--- config.mk ---
export PLATFORM = sky130hd
export DESIGN_NAME = ahb_ram_subsystem
export DESIGN_NICKNAME = d
export VERILOG_FILES = /design/src/ahb_pkg.sv /design/src/soc_map_pkg.sv /design/src/dual_port_ram.sv /design/src/ahb_ram_slave.sv /design/src/ahb_gpio_slave.sv /design/src/ahb_decoder.sv /design/src/ahb_ram_subsystem.sv
export SDC_FILE = /design/constraint.sdc
export NUM_CORES = 2
export LEC_CHECK = 0
export CORE_UTILIZATION = 50
export CTS_CLUSTER_SIZE = 14
export DETAILED_ROUTE_END_ITERATION = 10
export DONT_BUFFER_PORTS = 1
export PLACE_DENSITY_LB_ADDON = 0.05
export SLEW_MARGIN = 40
export SYNTH_ARGS = -nofsm -noshare
export SYNTH_HDL_FRONTEND = slang
export SYNTH_SLANG_ARGS = --single-unit
--- constraint.sdc ---
create_clock -name HCLK -period 6.65 [get_ports HCLK]
set_clock_uncertainty 0.15 [all_clocks]
set_input_delay 0.665 -clock HCLK [delete_from_list [all_inputs] [get_ports HCLK]]
set_output_delay 0.665 -clock HCLK [all_outputs]
set_load 0.02 [all_outputs]
--- src/ahb_pkg.sv ---
package ahb_pkg;

    // transfer type, driven by the master every cycle
    typedef enum logic [1:0]
    {
        IDLE   = 2'b00,
        BUSY   = 2'b01,
        NONSEQ = 2'b10,
        SEQ    = 2'b11
    } htrans_t;

    // transfer size, only up to a full word on this bus
    typedef enum logic [2:0]
    {
        BYTE = 3'b000,
        HALF = 3'b001,
        WORD = 3'b010
    } hsize_t;

    // slaves here only ever answer okay
    typedef enum logic
    {
        OKAY  = 1'b0,
        ERROR = 1'b1
    } hresp_t;

    // address-phase bundle, 38 bits
    typedef struct packed
    {
        logic [31:0] haddr;
        htrans_t     htrans;
        logic        hwrite;
        hsize_t      hsize;
    } ahb_addr_t;

    // response bundle back to the master, 34 bits
    typedef struct packed
    {
        logic [31:0] hrdata;
        logic        hready;
        hresp_t      hresp;
    } ahb_resp_t;

    // nonseq and seq move data, idle and busy do not
    function automatic logic transfer_active(htrans_t htrans);
        return (htrans == NONSEQ) || (htrans == SEQ);
    endfunction

    // little endian byte lanes touched by a transfer
    function automatic logic [3:0] lane_mask(hsize_t hsize, logic [1:0] addr_lo);
        logic [3:0] mask;
        case (hsize)
            BYTE:    mask = 4'b0001 << addr_lo;
            HALF:    mask = addr_lo[1] ? 4'b1100 : 4'b0011;
            default: mask = 4'b1111;
        endcase
        return mask;
    endfunction

endpackage

--- src/soc_map_pkg.sv ---
package soc_map_pkg;

    // regions are matched on the upper address half only
    localparam int region_match_bits = 16;

    // region bases, each one spans 64 KB
    localparam logic [31:0] ram0_base = 32'h0000_0000;
    localparam logic [31:0] ram1_base = 32'h0001_0000;
    localparam logic [31:0] gpio_base = 32'h1F80_0000;

    // gpio register offsets within its region
    localparam logic [31-region_match_bits:0] gpio_out_offset = 'h0;
    localparam logic [31-region_match_bits:0] gpio_in_offset  = 'h4;

    // one-hot slave select, all zero when nothing matches
    typedef struct packed
    {
        logic ram0;
        logic ram1;
        logic gpio;
    } slave_sel_t;

endpackage

--- src/dual_port_ram.sv ---
`timescale 1ns/1ps

module dual_port_ram
#(
    parameter int addr_width = 6
)
(
    input  logic                  HCLK,
    input  logic [addr_width-1:0] read_addr,
    input  logic [addr_width-1:0] write_addr,
    input  logic [7:0]            write_data,
    input  logic                  write_enable,
    output logic [7:0]            read_data
);

    // one byte lane, 2**addr_width deep
    logic [7:0] mem [0:(1 << addr_width)-1];

    // write port
    always_ff @(posedge HCLK)
    begin
        if (write_enable)
        begin
            mem[write_addr] <= write_data;
        end
    end

    // registered read port
    // same-address collision gives the old byte
    always_ff @(posedge HCLK)
    begin
        read_data <= mem[read_addr];
    end

endmodule

--- src/ahb_ram_slave.sv ---
`timescale 1ns/1ps

module ahb_ram_slave
#(
    parameter int ram_addr_width = 6
)
(
    input  logic               HCLK,
    input  logic               HRESETn,
    input  logic               hsel,
    input  ahb_pkg::ahb_addr_t ahb_addr,
    input  logic [31:0]        hwdata,
    output logic [31:0]        rdata
);

    // address phase held over into the data phase
    ahb_pkg::ahb_addr_t addr_dly;
    logic               sel_dly;

    logic [ram_addr_width-1:0] read_word;
    logic [ram_addr_width-1:0] write_word;
    logic                      write_active;
    logic [3:0]                write_mask;

    // forwarding state for a read right behind a write
    logic [3:0]  fwd_mask;
    logic [31:0] fwd_data;
    logic [31:0] ram_rdata;

    always_ff @(posedge HCLK)
    begin
        if (!HRESETn)
        begin
            addr_dly <= '0;
            sel_dly  <= 1'b0;
        end
        else
        begin
            addr_dly <= ahb_addr;
            sel_dly  <= hsel;
        end
    end

    // reads go out in the address phase
    assign read_word  = ahb_addr.haddr[ram_addr_width+1:2];
    // writes land at the end of the data phase
    assign write_word = addr_dly.haddr[ram_addr_width+1:2];

    assign write_active = sel_dly && addr_dly.hwrite &&
                          ahb_pkg::transfer_active(addr_dly.htrans);

    // lanes to update, none unless a real write is in its data phase
    assign write_mask = write_active ?
                        ahb_pkg::lane_mask(addr_dly.hsize, addr_dly.haddr[1:0]) : 4'b0000;

    // ram hands back the stale word on a same-word collision
    // so remember which lanes were written
    always_ff @(posedge HCLK)
    begin
        if (!HRESETn)
        begin
            fwd_mask <= 4'b0000;
        end
        else if (read_word == write_word)
        begin
            fwd_mask <= write_mask;
        end
        else
        begin
            fwd_mask <= 4'b0000;
        end
    end

    // written bytes, only looked at through fwd_mask
    always_ff @(posedge HCLK)
    begin
        fwd_data <= hwdata;
    end

    for (genvar i = 0; i < 4; i++)
    begin : gen_lane
        dual_port_ram
        #(
            .addr_width   (ram_addr_width)
        )
        lane_inst
        (
            .HCLK         (HCLK),
            .read_addr    (read_word),
            .write_addr   (write_word),
            .write_data   (hwdata[i*8 +: 8]),
            .write_enable (write_mask[i]),
            .read_data    (ram_rdata[i*8 +: 8])
        );

        // fresh byte wins over the memory output
        assign rdata[i*8 +: 8] = fwd_mask[i] ? fwd_data[i*8 +: 8] : ram_rdata[i*8 +: 8];
    end

endmodule

--- src/ahb_gpio_slave.sv ---
`timescale 1ns/1ps

module ahb_gpio_slave
#(
    parameter int gpio_width = 16
)
(
    input  logic                  HCLK,
    input  logic                  HRESETn,
    input  logic                  hsel,
    input  ahb_pkg::ahb_addr_t    ahb_addr,
    input  logic [31:0]           hwdata,
    input  logic [gpio_width-1:0] gpio_in,
    output logic [31:0]           rdata,
    output logic [gpio_width-1:0] gpio_out
);

    // top bit of the offset within the region
    localparam int off_msb = 31 - soc_map_pkg::region_match_bits;

    ahb_pkg::ahb_addr_t addr_dly;
    logic               sel_dly;

    logic                  write_active;
    logic [3:0]            write_mask;
    logic [31:0]           out_merged;
    logic [31:0]           read_value;
    logic [gpio_width-1:0] gpio_sync1;
    logic [gpio_width-1:0] gpio_sync2;

    always_ff @(posedge HCLK)
    begin
        if (!HRESETn)
        begin
            addr_dly <= '0;
            sel_dly  <= 1'b0;
        end
        else
        begin
            addr_dly <= ahb_addr;
            sel_dly  <= hsel;
        end
    end

    // only the output register takes writes
    assign write_active = sel_dly && addr_dly.hwrite &&
                          ahb_pkg::transfer_active(addr_dly.htrans) &&
                          (addr_dly.haddr[off_msb:2] == soc_map_pkg::gpio_out_offset[off_msb:2]);

    assign write_mask = write_active ?
                        ahb_pkg::lane_mask(addr_dly.hsize, addr_dly.haddr[1:0]) : 4'b0000;

    // next output value, byte by byte
    always_comb
    begin
        out_merged = 32'(gpio_out);
        for (int i = 0; i < 4; i++)
        begin
            if (write_mask[i])
            begin
                out_merged[i*8 +: 8] = hwdata[i*8 +: 8];
            end
        end
    end

    // output register and the two-flop input synchronizer
    always_ff @(posedge HCLK)
    begin
        if (!HRESETn)
        begin
            gpio_out   <= '0;
            gpio_sync1 <= '0;
            gpio_sync2 <= '0;
        end
        else
        begin
            gpio_out   <= out_merged[gpio_width-1:0];
            gpio_sync1 <= gpio_in;
            gpio_sync2 <= gpio_sync1;
        end
    end

    // register picked by the current address phase
    // out reads the merged value so a read right after a write sees it
    always_comb
    begin
        read_value = 32'h0;
        if (ahb_addr.haddr[off_msb:2] == soc_map_pkg::gpio_out_offset[off_msb:2])
        begin
            read_value = 32'(out_merged[gpio_width-1:0]);
        end
        else if (ahb_addr.haddr[off_msb:2] == soc_map_pkg::gpio_in_offset[off_msb:2])
        begin
            read_value = 32'(gpio_sync2);
        end
    end

    // read data ready in the data phase
    always_ff @(posedge HCLK)
    begin
        if (!HRESETn)
        begin
            rdata <= 32'h0;
        end
        else if (hsel && !ahb_addr.hwrite && ahb_pkg::transfer_active(ahb_addr.htrans))
        begin
            rdata <= read_value;
        end
    end

endmodule

--- src/ahb_decoder.sv ---
`timescale 1ns/1ps

module ahb_decoder
(
    input  logic                    HCLK,
    input  logic                    HRESETn,
    input  ahb_pkg::ahb_addr_t      ahb_addr,
    input  logic [31:0]             ram0_rdata,
    input  logic [31:0]             ram1_rdata,
    input  logic [31:0]             gpio_rdata,
    output soc_map_pkg::slave_sel_t sel,
    output ahb_pkg::ahb_resp_t      ahb_resp
);

    // upper address half that picks the region
    logic [soc_map_pkg::region_match_bits-1:0] region;

    // select of the transfer now in its data phase
    soc_map_pkg::slave_sel_t dphase_sel;
    logic [31:0]             hrdata;

    assign region = ahb_addr.haddr[31 -: soc_map_pkg::region_match_bits];

    // address-phase decode, combinational
    assign sel.ram0 = (region == soc_map_pkg::ram0_base[31 -: soc_map_pkg::region_match_bits]);
    assign sel.ram1 = (region == soc_map_pkg::ram1_base[31 -: soc_map_pkg::region_match_bits]);
    assign sel.gpio = (region == soc_map_pkg::gpio_base[31 -: soc_map_pkg::region_match_bits]);

    // idle and busy leave nothing selected in the next cycle
    always_ff @(posedge HCLK)
    begin
        if (!HRESETn)
        begin
            dphase_sel <= '0;
        end
        else if (ahb_pkg::transfer_active(ahb_addr.htrans))
        begin
            dphase_sel <= sel;
        end
        else
        begin
            dphase_sel <= '0;
        end
    end

    // data-phase read mux
    // unmapped or no transfer reads zero
    always_comb
    begin
        if (dphase_sel.ram0)
        begin
            hrdata = ram0_rdata;
        end
        else if (dphase_sel.ram1)
        begin
            hrdata = ram1_rdata;
        end
        else if (dphase_sel.gpio)
        begin
            hrdata = gpio_rdata;
        end
        else
        begin
            hrdata = 32'h0;
        end
    end

    // zero wait states, never an error
    assign ahb_resp.hrdata = hrdata;
    assign ahb_resp.hready = 1'b1;
    assign ahb_resp.hresp  = ahb_pkg::OKAY;

endmodule

--- src/ahb_ram_subsystem.sv ---
`timescale 1ns/1ps

module ahb_ram_subsystem
#(
    // word address width of each ram, 14 at most
    parameter int ram_addr_width = 6,
    // gpio pin count, 1 to 32
    parameter int gpio_width     = 16
)
(
    input  logic                  HCLK,
    input  logic                  HRESETn,
    input  ahb_pkg::ahb_addr_t    ahb_addr,
    input  logic [31:0]           hwdata,
    input  logic [gpio_width-1:0] gpio_in,
    output ahb_pkg::ahb_resp_t    ahb_resp,
    output logic [gpio_width-1:0] gpio_out
);

    // address-phase select from the decoder
    soc_map_pkg::slave_sel_t sel;

    // data-phase read data from each slave
    logic [31:0] ram0_rdata;
    logic [31:0] ram1_rdata;
    logic [31:0] gpio_rdata;

    ahb_decoder decoder_inst
    (
        .HCLK       (HCLK),
        .HRESETn    (HRESETn),
        .ahb_addr   (ahb_addr),
        .ram0_rdata (ram0_rdata),
        .ram1_rdata (ram1_rdata),
        .gpio_rdata (gpio_rdata),
        .sel        (sel),
        .ahb_resp   (ahb_resp)
    );

    // ram0 region
    ahb_ram_slave
    #(
        .ram_addr_width (ram_addr_width)
    )
    ram0_inst
    (
        .HCLK     (HCLK),
        .HRESETn  (HRESETn),
        .hsel     (sel.ram0),
        .ahb_addr (ahb_addr),
        .hwdata   (hwdata),
        .rdata    (ram0_rdata)
    );

    // ram1 region, same slave at another base
    ahb_ram_slave
    #(
        .ram_addr_width (ram_addr_width)
    )
    ram1_inst
    (
        .HCLK     (HCLK),
        .HRESETn  (HRESETn),
        .hsel     (sel.ram1),
        .ahb_addr (ahb_addr),
        .hwdata   (hwdata),
        .rdata    (ram1_rdata)
    );

    ahb_gpio_slave
    #(
        .gpio_width (gpio_width)
    )
    gpio_inst
    (
        .HCLK     (HCLK),
        .HRESETn  (HRESETn),
        .hsel     (sel.gpio),
        .ahb_addr (ahb_addr),
        .hwdata   (hwdata),
        .gpio_in  (gpio_in),
        .rdata    (gpio_rdata),
        .gpio_out (gpio_out)
    );

endmodule

After elaboration in Yosys (flattened, before gate mapping)
Memories as Yosys holds them, arrays and structs flattened. A register that Yosys moved wholly into a read port is not among the register bits.
Cells that the tools add are included.
{"block": "classes", "n_eq_ne": 9, "mul": 0, "n_reduce_logical": 18, "n_div": 0, "n_bitwise": 0, "n_shift": 1, "add_sub_neg": 0, "n_mux": 36, "order_cmp": 0}
{"operator": "32-bit 2-to-1 mux", "n": 4}
{"operator": "8-bit 2-to-1 mux", "n": 10}
{"operator": "14-bit zero test", "n": 2}
{"operator": "16-bit by 1-bit equality test with 1-bit output (second input constant)", "n": 1}
{"operator": "16-bit by 13-bit equality test with 1-bit output (second input constant)", "n": 1}
{"operator": "16-bit zero test", "n": 1}
{"operator": "1-bit 2-to-1 mux", "n": 16}
{"operator": "16-bit 2-to-1 mux", "n": 1}
{"operator": "14-bit by 1-bit equality test with 1-bit output (second input constant)", "n": 1}
{"operator": "4-bit 2-to-1 mux", "n": 3}
{"operator": "1-bit logical AND", "n": 9}
{"operator": "2-bit equality test (second input constant)", "n": 4}
{"operator": "4-bit case mux with 2 select lines", "n": 1}
{"operator": "6-bit equality test", "n": 1}
{"operator": "2-bit AND reduction", "n": 2}
{"operator": "1-bit by 2-bit left shift with 4-bit output (first input constant)", "n": 1}
{"operator": "3-bit by 1-bit equality test with 1-bit output (second input constant)", "n": 1}
{"operator": "3-bit zero test", "n": 1}
{"operator": "1-bit logical OR", "n": 2}
{"operator": "2-bit 2-to-1 mux", "n": 1}
{"operator": "1-bit zero test", "n": 1}
{"block": "word_totals", "ramBits": 4096, "ff_bits": 148, "romBits": 0, "latch_bits": 0, "memories": 8, "wordCells": 89, "in_bits": 88, "out_inout_bits": 50}
{"name": "ram0_inst.gen_lane[0].lane_inst.mem", "words": 64, "width": 8, "rd": 1, "rd_ports_with_merged_regs": 1, "wr": 1, "line": "dual_port_ram.sv:17", "text": "logic [7:0] mem [0:(1 << addr_width)-1];"}
{"name": "ram0_inst.gen_lane[1].lane_inst.mem", "words": 64, "width": 8, "rd": 1, "rd_ports_with_merged_regs": 1, "wr": 1, "line": "dual_port_ram.sv:17"}
{"name": "ram0_inst.gen_lane[2].lane_inst.mem", "words": 64, "width": 8, "rd": 1, "rd_ports_with_merged_regs": 1, "wr": 1, "line": "dual_port_ram.sv:17"}
{"name": "ram0_inst.gen_lane[3].lane_inst.mem", "words": 64, "width": 8, "rd": 1, "rd_ports_with_merged_regs": 1, "wr": 1, "line": "dual_port_ram.sv:17"}
{"name": "ram1_inst.gen_lane[0].lane_inst.mem", "words": 64, "width": 8, "rd": 1, "rd_ports_with_merged_regs": 1, "wr": 1, "line": "dual_port_ram.sv:17"}
{"name": "ram1_inst.gen_lane[1].lane_inst.mem", "words": 64, "width": 8, "rd": 1, "rd_ports_with_merged_regs": 1, "wr": 1, "line": "dual_port_ram.sv:17"}
{"name": "+2 memories"}

Depth between registers and ports, before layout
{"block": "logic_depth", "word_depth": 7, "depth_mapped": 9, "ltp_nobuf": 5}

By module
From an unflattened synthesis, not the netlist that was laid out.
{"block": "hier_totals", "hier_cells": 8316, "area_unflattened_um2": 169179.8}
{"module": "dual_port_ram", "cells_each": 940, "seq_area_each_um2": 15534.9, "n_inst": 8, "area_each_um2": 20166.8}
{"module": "ahb_gpio_slave", "cells_each": 403, "seq_area_each_um2": 1721.7, "n_inst": 1, "area_each_um2": 3693.5}
{"module": "ahb_ram_slave", "cells_each": 126, "seq_area_each_um2": 1001.0, "n_inst": 2, "area_each_um2": 1659.1}
{"module": "ahb_decoder", "cells_each": 141, "seq_area_each_um2": 60.1, "n_inst": 1, "area_each_um2": 833.3}

Worst setup path after synthesis
OpenSTA, ideal clock, no wires.
{"block": "synth_timing", "kind": "input to register", "from": "in ahb_addr[10] in the netlist's numbering", "to": "reg ram0_inst.gen_lane[2].lane_inst.read_data[6], read port of ram0_inst.gen_lane[2].lane_inst.mem", "setup_time_ns": 0.117, "slack_ns": 4.144, "arrival_ns": 2.239, "path_stages": 7, "required_ns": 6.383, "path_buffers": 2, "cell_sequence": "clkbuf_1 > buf_1 > mux4_2 > mux2_2 > a21oi_1 > o21ai_0 > a22o_1"}
{"item": "start, declared", "line": "ahb_ram_subsystem.sv:13", "text": "input ahb_pkg::ahb_addr_t ahb_addr,"}
{"item": "end, declared", "line": "dual_port_ram.sv:13", "text": "output logic [7:0] read_data"}

==> results.ini <==
[global_routing]
global_route.usage.met1=0.393
gr-usage-met3=0.0698
grt_start_max_net_pins=254
antenna_found_initial=47
top_usage_layer=met2
grt_use_met2=0.449
overflow=0
grt_pass1_wl_um=658000
first_global_vias=81900
grt_usage=0.287

[critical_path]
rrSetupSlack_ns=2.83
r2r-end=ram0_inst.gen_lane[2].lane_inst.mem[27][3]$_DFFE_PP_
crit_type=input port to flip-flop
path_cells=buf_16 -> buf_16 -> buf_16 -> buf_16 -> buf_16 -> buf_16 -> buf_16 -> buf_16 -> mux4_2 -> mux2_2 -> a21oi_1 -> o21ai_0 -> a22o_1
path_buf_inv=8
slowest_stage=mux4_2
cp_common_cell=buf_16
required_ns=7.35
cp-end-kind=flip-flop
path_delay_family=buffers and inverters
ff2ff_path_depth=4
arrival_ns=5.44
critical-path-max-stage-delay_ns=0.54
r2r_start=ram1_inst.addr_dly[8]$_SDFF_PN0_
path_max_fanout=75
start_kind=input port

[final_layout]
drive_gt1_frac=0.244
fin_area_sq_um=187000
nFillCells=24400
multi_input_area_sq_um=37000
stdcell_count=12900
post-route-util=0.571
nets=8249
ff_latch_area_sq_um=127000
syn2layout_area_growth_pct=13.2

[floorplanning]
die_area_sq_um=333000
ios=138
core_sq_um=328000
start_util=0.504
fp.dieH_um=577
placementRows=210
die_x_um=577

[clock_network]
numCtsBuffers=444
insertion_delay_ns=1.00
clkTransAtPathRegs_ns=0.06
max-clock-path-buffers=4
h-tree-depth=5
clock_tree.root_cell=clkbuf_16
tritoncts=built
post_cts_buffers=0
cts_sinks=4291

[run]
cap_violations=0

[power_and_ir_drop]
pwr-share-clk=0.427
seq_power_share=0.527
p_sw_frac=0.214
power_frac_comb=0.046
vdd_drop_max_uv=254
power.leakage_nw=58.7
powerDensity_nw_per_um2=302
p_switching_mw=12.1
internal_power_mw=44.4

[timing]
setup_viol=0
fmax_mhz=211
finalWorstSetupSlack_ns=1.91
slew_headroom=0.321
tns_ns=0
period_needed_ns=4.74
finalCritPeriodShare=0.713
finalHoldViolCount=0
rsz0062_at_grt=false
worst_pin_slew_ns=1.02
finalMaxSlewViolations=0

[logic_synthesis]
syn_nets=8047
ys_ff_latch=4291
synth_edf_count=4096
synth_cells=7959
ys_warn_count=0
syn_avg_cell_area_sq_um=20.8
synth.cell_area_sq_um=165000
yosysSeqAreaShare=0.768
async_flop_share=0
yosysUniqueCellTypes=51
synth_flop_cell=edfxtp_1

[routing]
via_per_inst=6.38
wl_um=480000
wl_per_cell_um=37.2
drt-initial-drc-count=8808
drc=0
final_antenna_net_count=0
first_pass_iters=7
num_vias=82400

[status]
status=complete, no violations

[placed_design]
io_buffers=0
pre_cts_ws_ns=0.825
place_inst=11900
postPlaceCellArea_sq_um=171000
gp_congestion=0.816
dp_hpwl_um=269000

[min_path]
hold_path_end=ram1_inst.gen_lane[1].lane_inst.mem[47][2]$_DFFE_PP_
min_path_type=input port to flip-flop
hold_depth=1
hp-start=hwdata[10]

power groups by stage:
stage          combinational, mW  sequential [mW]  clock (mW)
6_report                    2.61             29.7        24.1
5_1_grt                     2.72             29.7        25.4
4_1_cts                     2.61             29.7        24.4
3_5_place_dp                1.98             30.3           0
3_3_place_gp                1.86             30.3           0
2_1_floorplan               1.38             30.2           0
sequential cells by signal, summed over array words and instances (netlist names), 4 cells and up:
name and cells:
ram1_inst.fwd_mask 4, ram0_inst.gen_lane.lane_inst.read_data 32, gpio_inst.gpio_sync2 16, ram1_inst.gen_lane.lane_inst.read_data 32, gpio_inst.gpio_out 16, ram0_inst.fwd_mask 4
ram0_inst.gen_lane.lane_inst.mem 2048, ram1_inst.gen_lane.lane_inst.mem 2048, gpio_inst.gpio_sync1 16, gpio_inst.rdata 16, ram1_inst.addr_dly 18, ram1_inst.fwd_data 32
placed cells by master (no fill, tap or decap), types with 55 or more instances in the layout:
master         Yosys  final
a211oi_1          64     64
a21oi_1          144    136
a221oi_1         104    104
a22o_1            64     64
a22oi_1           88     88
buf_16             0     68
buf_4             49     82
clkbuf_1         195    106
clkbuf_16          0    450
clkinv_1           0    106
clkinv_2           0     61
dfxtp_1          195    194
dlygate4sd3_1      0     75
edfxtp_1        4096   4096
mux2_2            81     81
mux2i_1          559    559
mux4_2           848    848
nand2_1          116     55
nor2_1           548    264
nor2_2             0    282
o21ai_0          217    210
o22ai_1           64     64
how the worst max path moves through the flow:
stage                      start                                                   end  slack (ns)  cells after the start
finish               ahb_addr[9]  ram0_inst.gen_lane[3].lane_inst.read_data[1]$_DFF_P_        1.91                     13
global route         ahb_addr[9]  ram0_inst.gen_lane[3].lane_inst.read_data[1]$_DFF_P_        1.60                     13
CTS                  ahb_addr[9]  ram0_inst.gen_lane[3].lane_inst.read_data[1]$_DFF_P_        1.87                     13
detailed placement   ahb_addr[9]  ram0_inst.gen_lane[3].lane_inst.read_data[1]$_DFF_P_        0.82                     13
global placement     ahb_addr[9]  ram0_inst.gen_lane[0].lane_inst.read_data[7]$_DFF_P_        1.08                      8
floorplan           ahb_addr[10]  ram0_inst.gen_lane[2].lane_inst.read_data[6]$_DFF_P_        4.14                      7
cell type report:
class,instances,area share
inverter,4,0.000107
antenna,40,0.000535
clock inverter,235,0.0108
multi-input combinational,3169,0.198
timing repair buffer,251,0.0194
clock buffer,579,0.0640
tap,4346,0.0291
sequential,4291,0.678
Yosys cell counts, types with 81 or more instances:
cell type,n,area share
mux4_2,848,0.12
nor2_1,548,0.012
mux2_2,81,0.0055
a21oi_1,144,0.0044
clkbuf_1,195,0.0044
buf_2,161,0.0049
dfxtp_1,195,0.024
edfxtp_1,4096,0.74
mux2i_1,559,0.034
a221oi_1,104,0.0055
a22oi_1,88,0.0040
o21ai_0,217,0.0066
nand2_1,116,0.0026
through the flow:
step	total power, mW	hold slack (ns)
after floorplan	31.6	0.262
after global placement	32.2	0.276
after detailed placement	32.3	0.272
after CTS	56.8	0.000975
after global routing	57.9	0.0160
final	56.5	0.0725
metal layers:
metal  routed length (um)  share of wire
met2               229000           0.48
met4                18400          0.038
met3                41900          0.087
met5                  431        0.00090
met1               190000           0.40
kinds of logic after synthesis:
| group | synth area share |
|---|---|
| multiplexers | 0.163 |
| AO/OA/AOI/OAI | 0.0334 |
| buffers and inverters | 0.0155 |
| other | 0.0000454 |
| XOR/XNOR | 0.000318 |
| flip-flops | 0.768 |
| AND/OR/NAND/NOR | 0.0203 |
timing repair:
action	in CTS	in global routing
hold buffers	122	0
resized for setup	0	0
endpoints found under the hold margin	4033	0
Note: power is estimated with default switching activity, not from simulation.
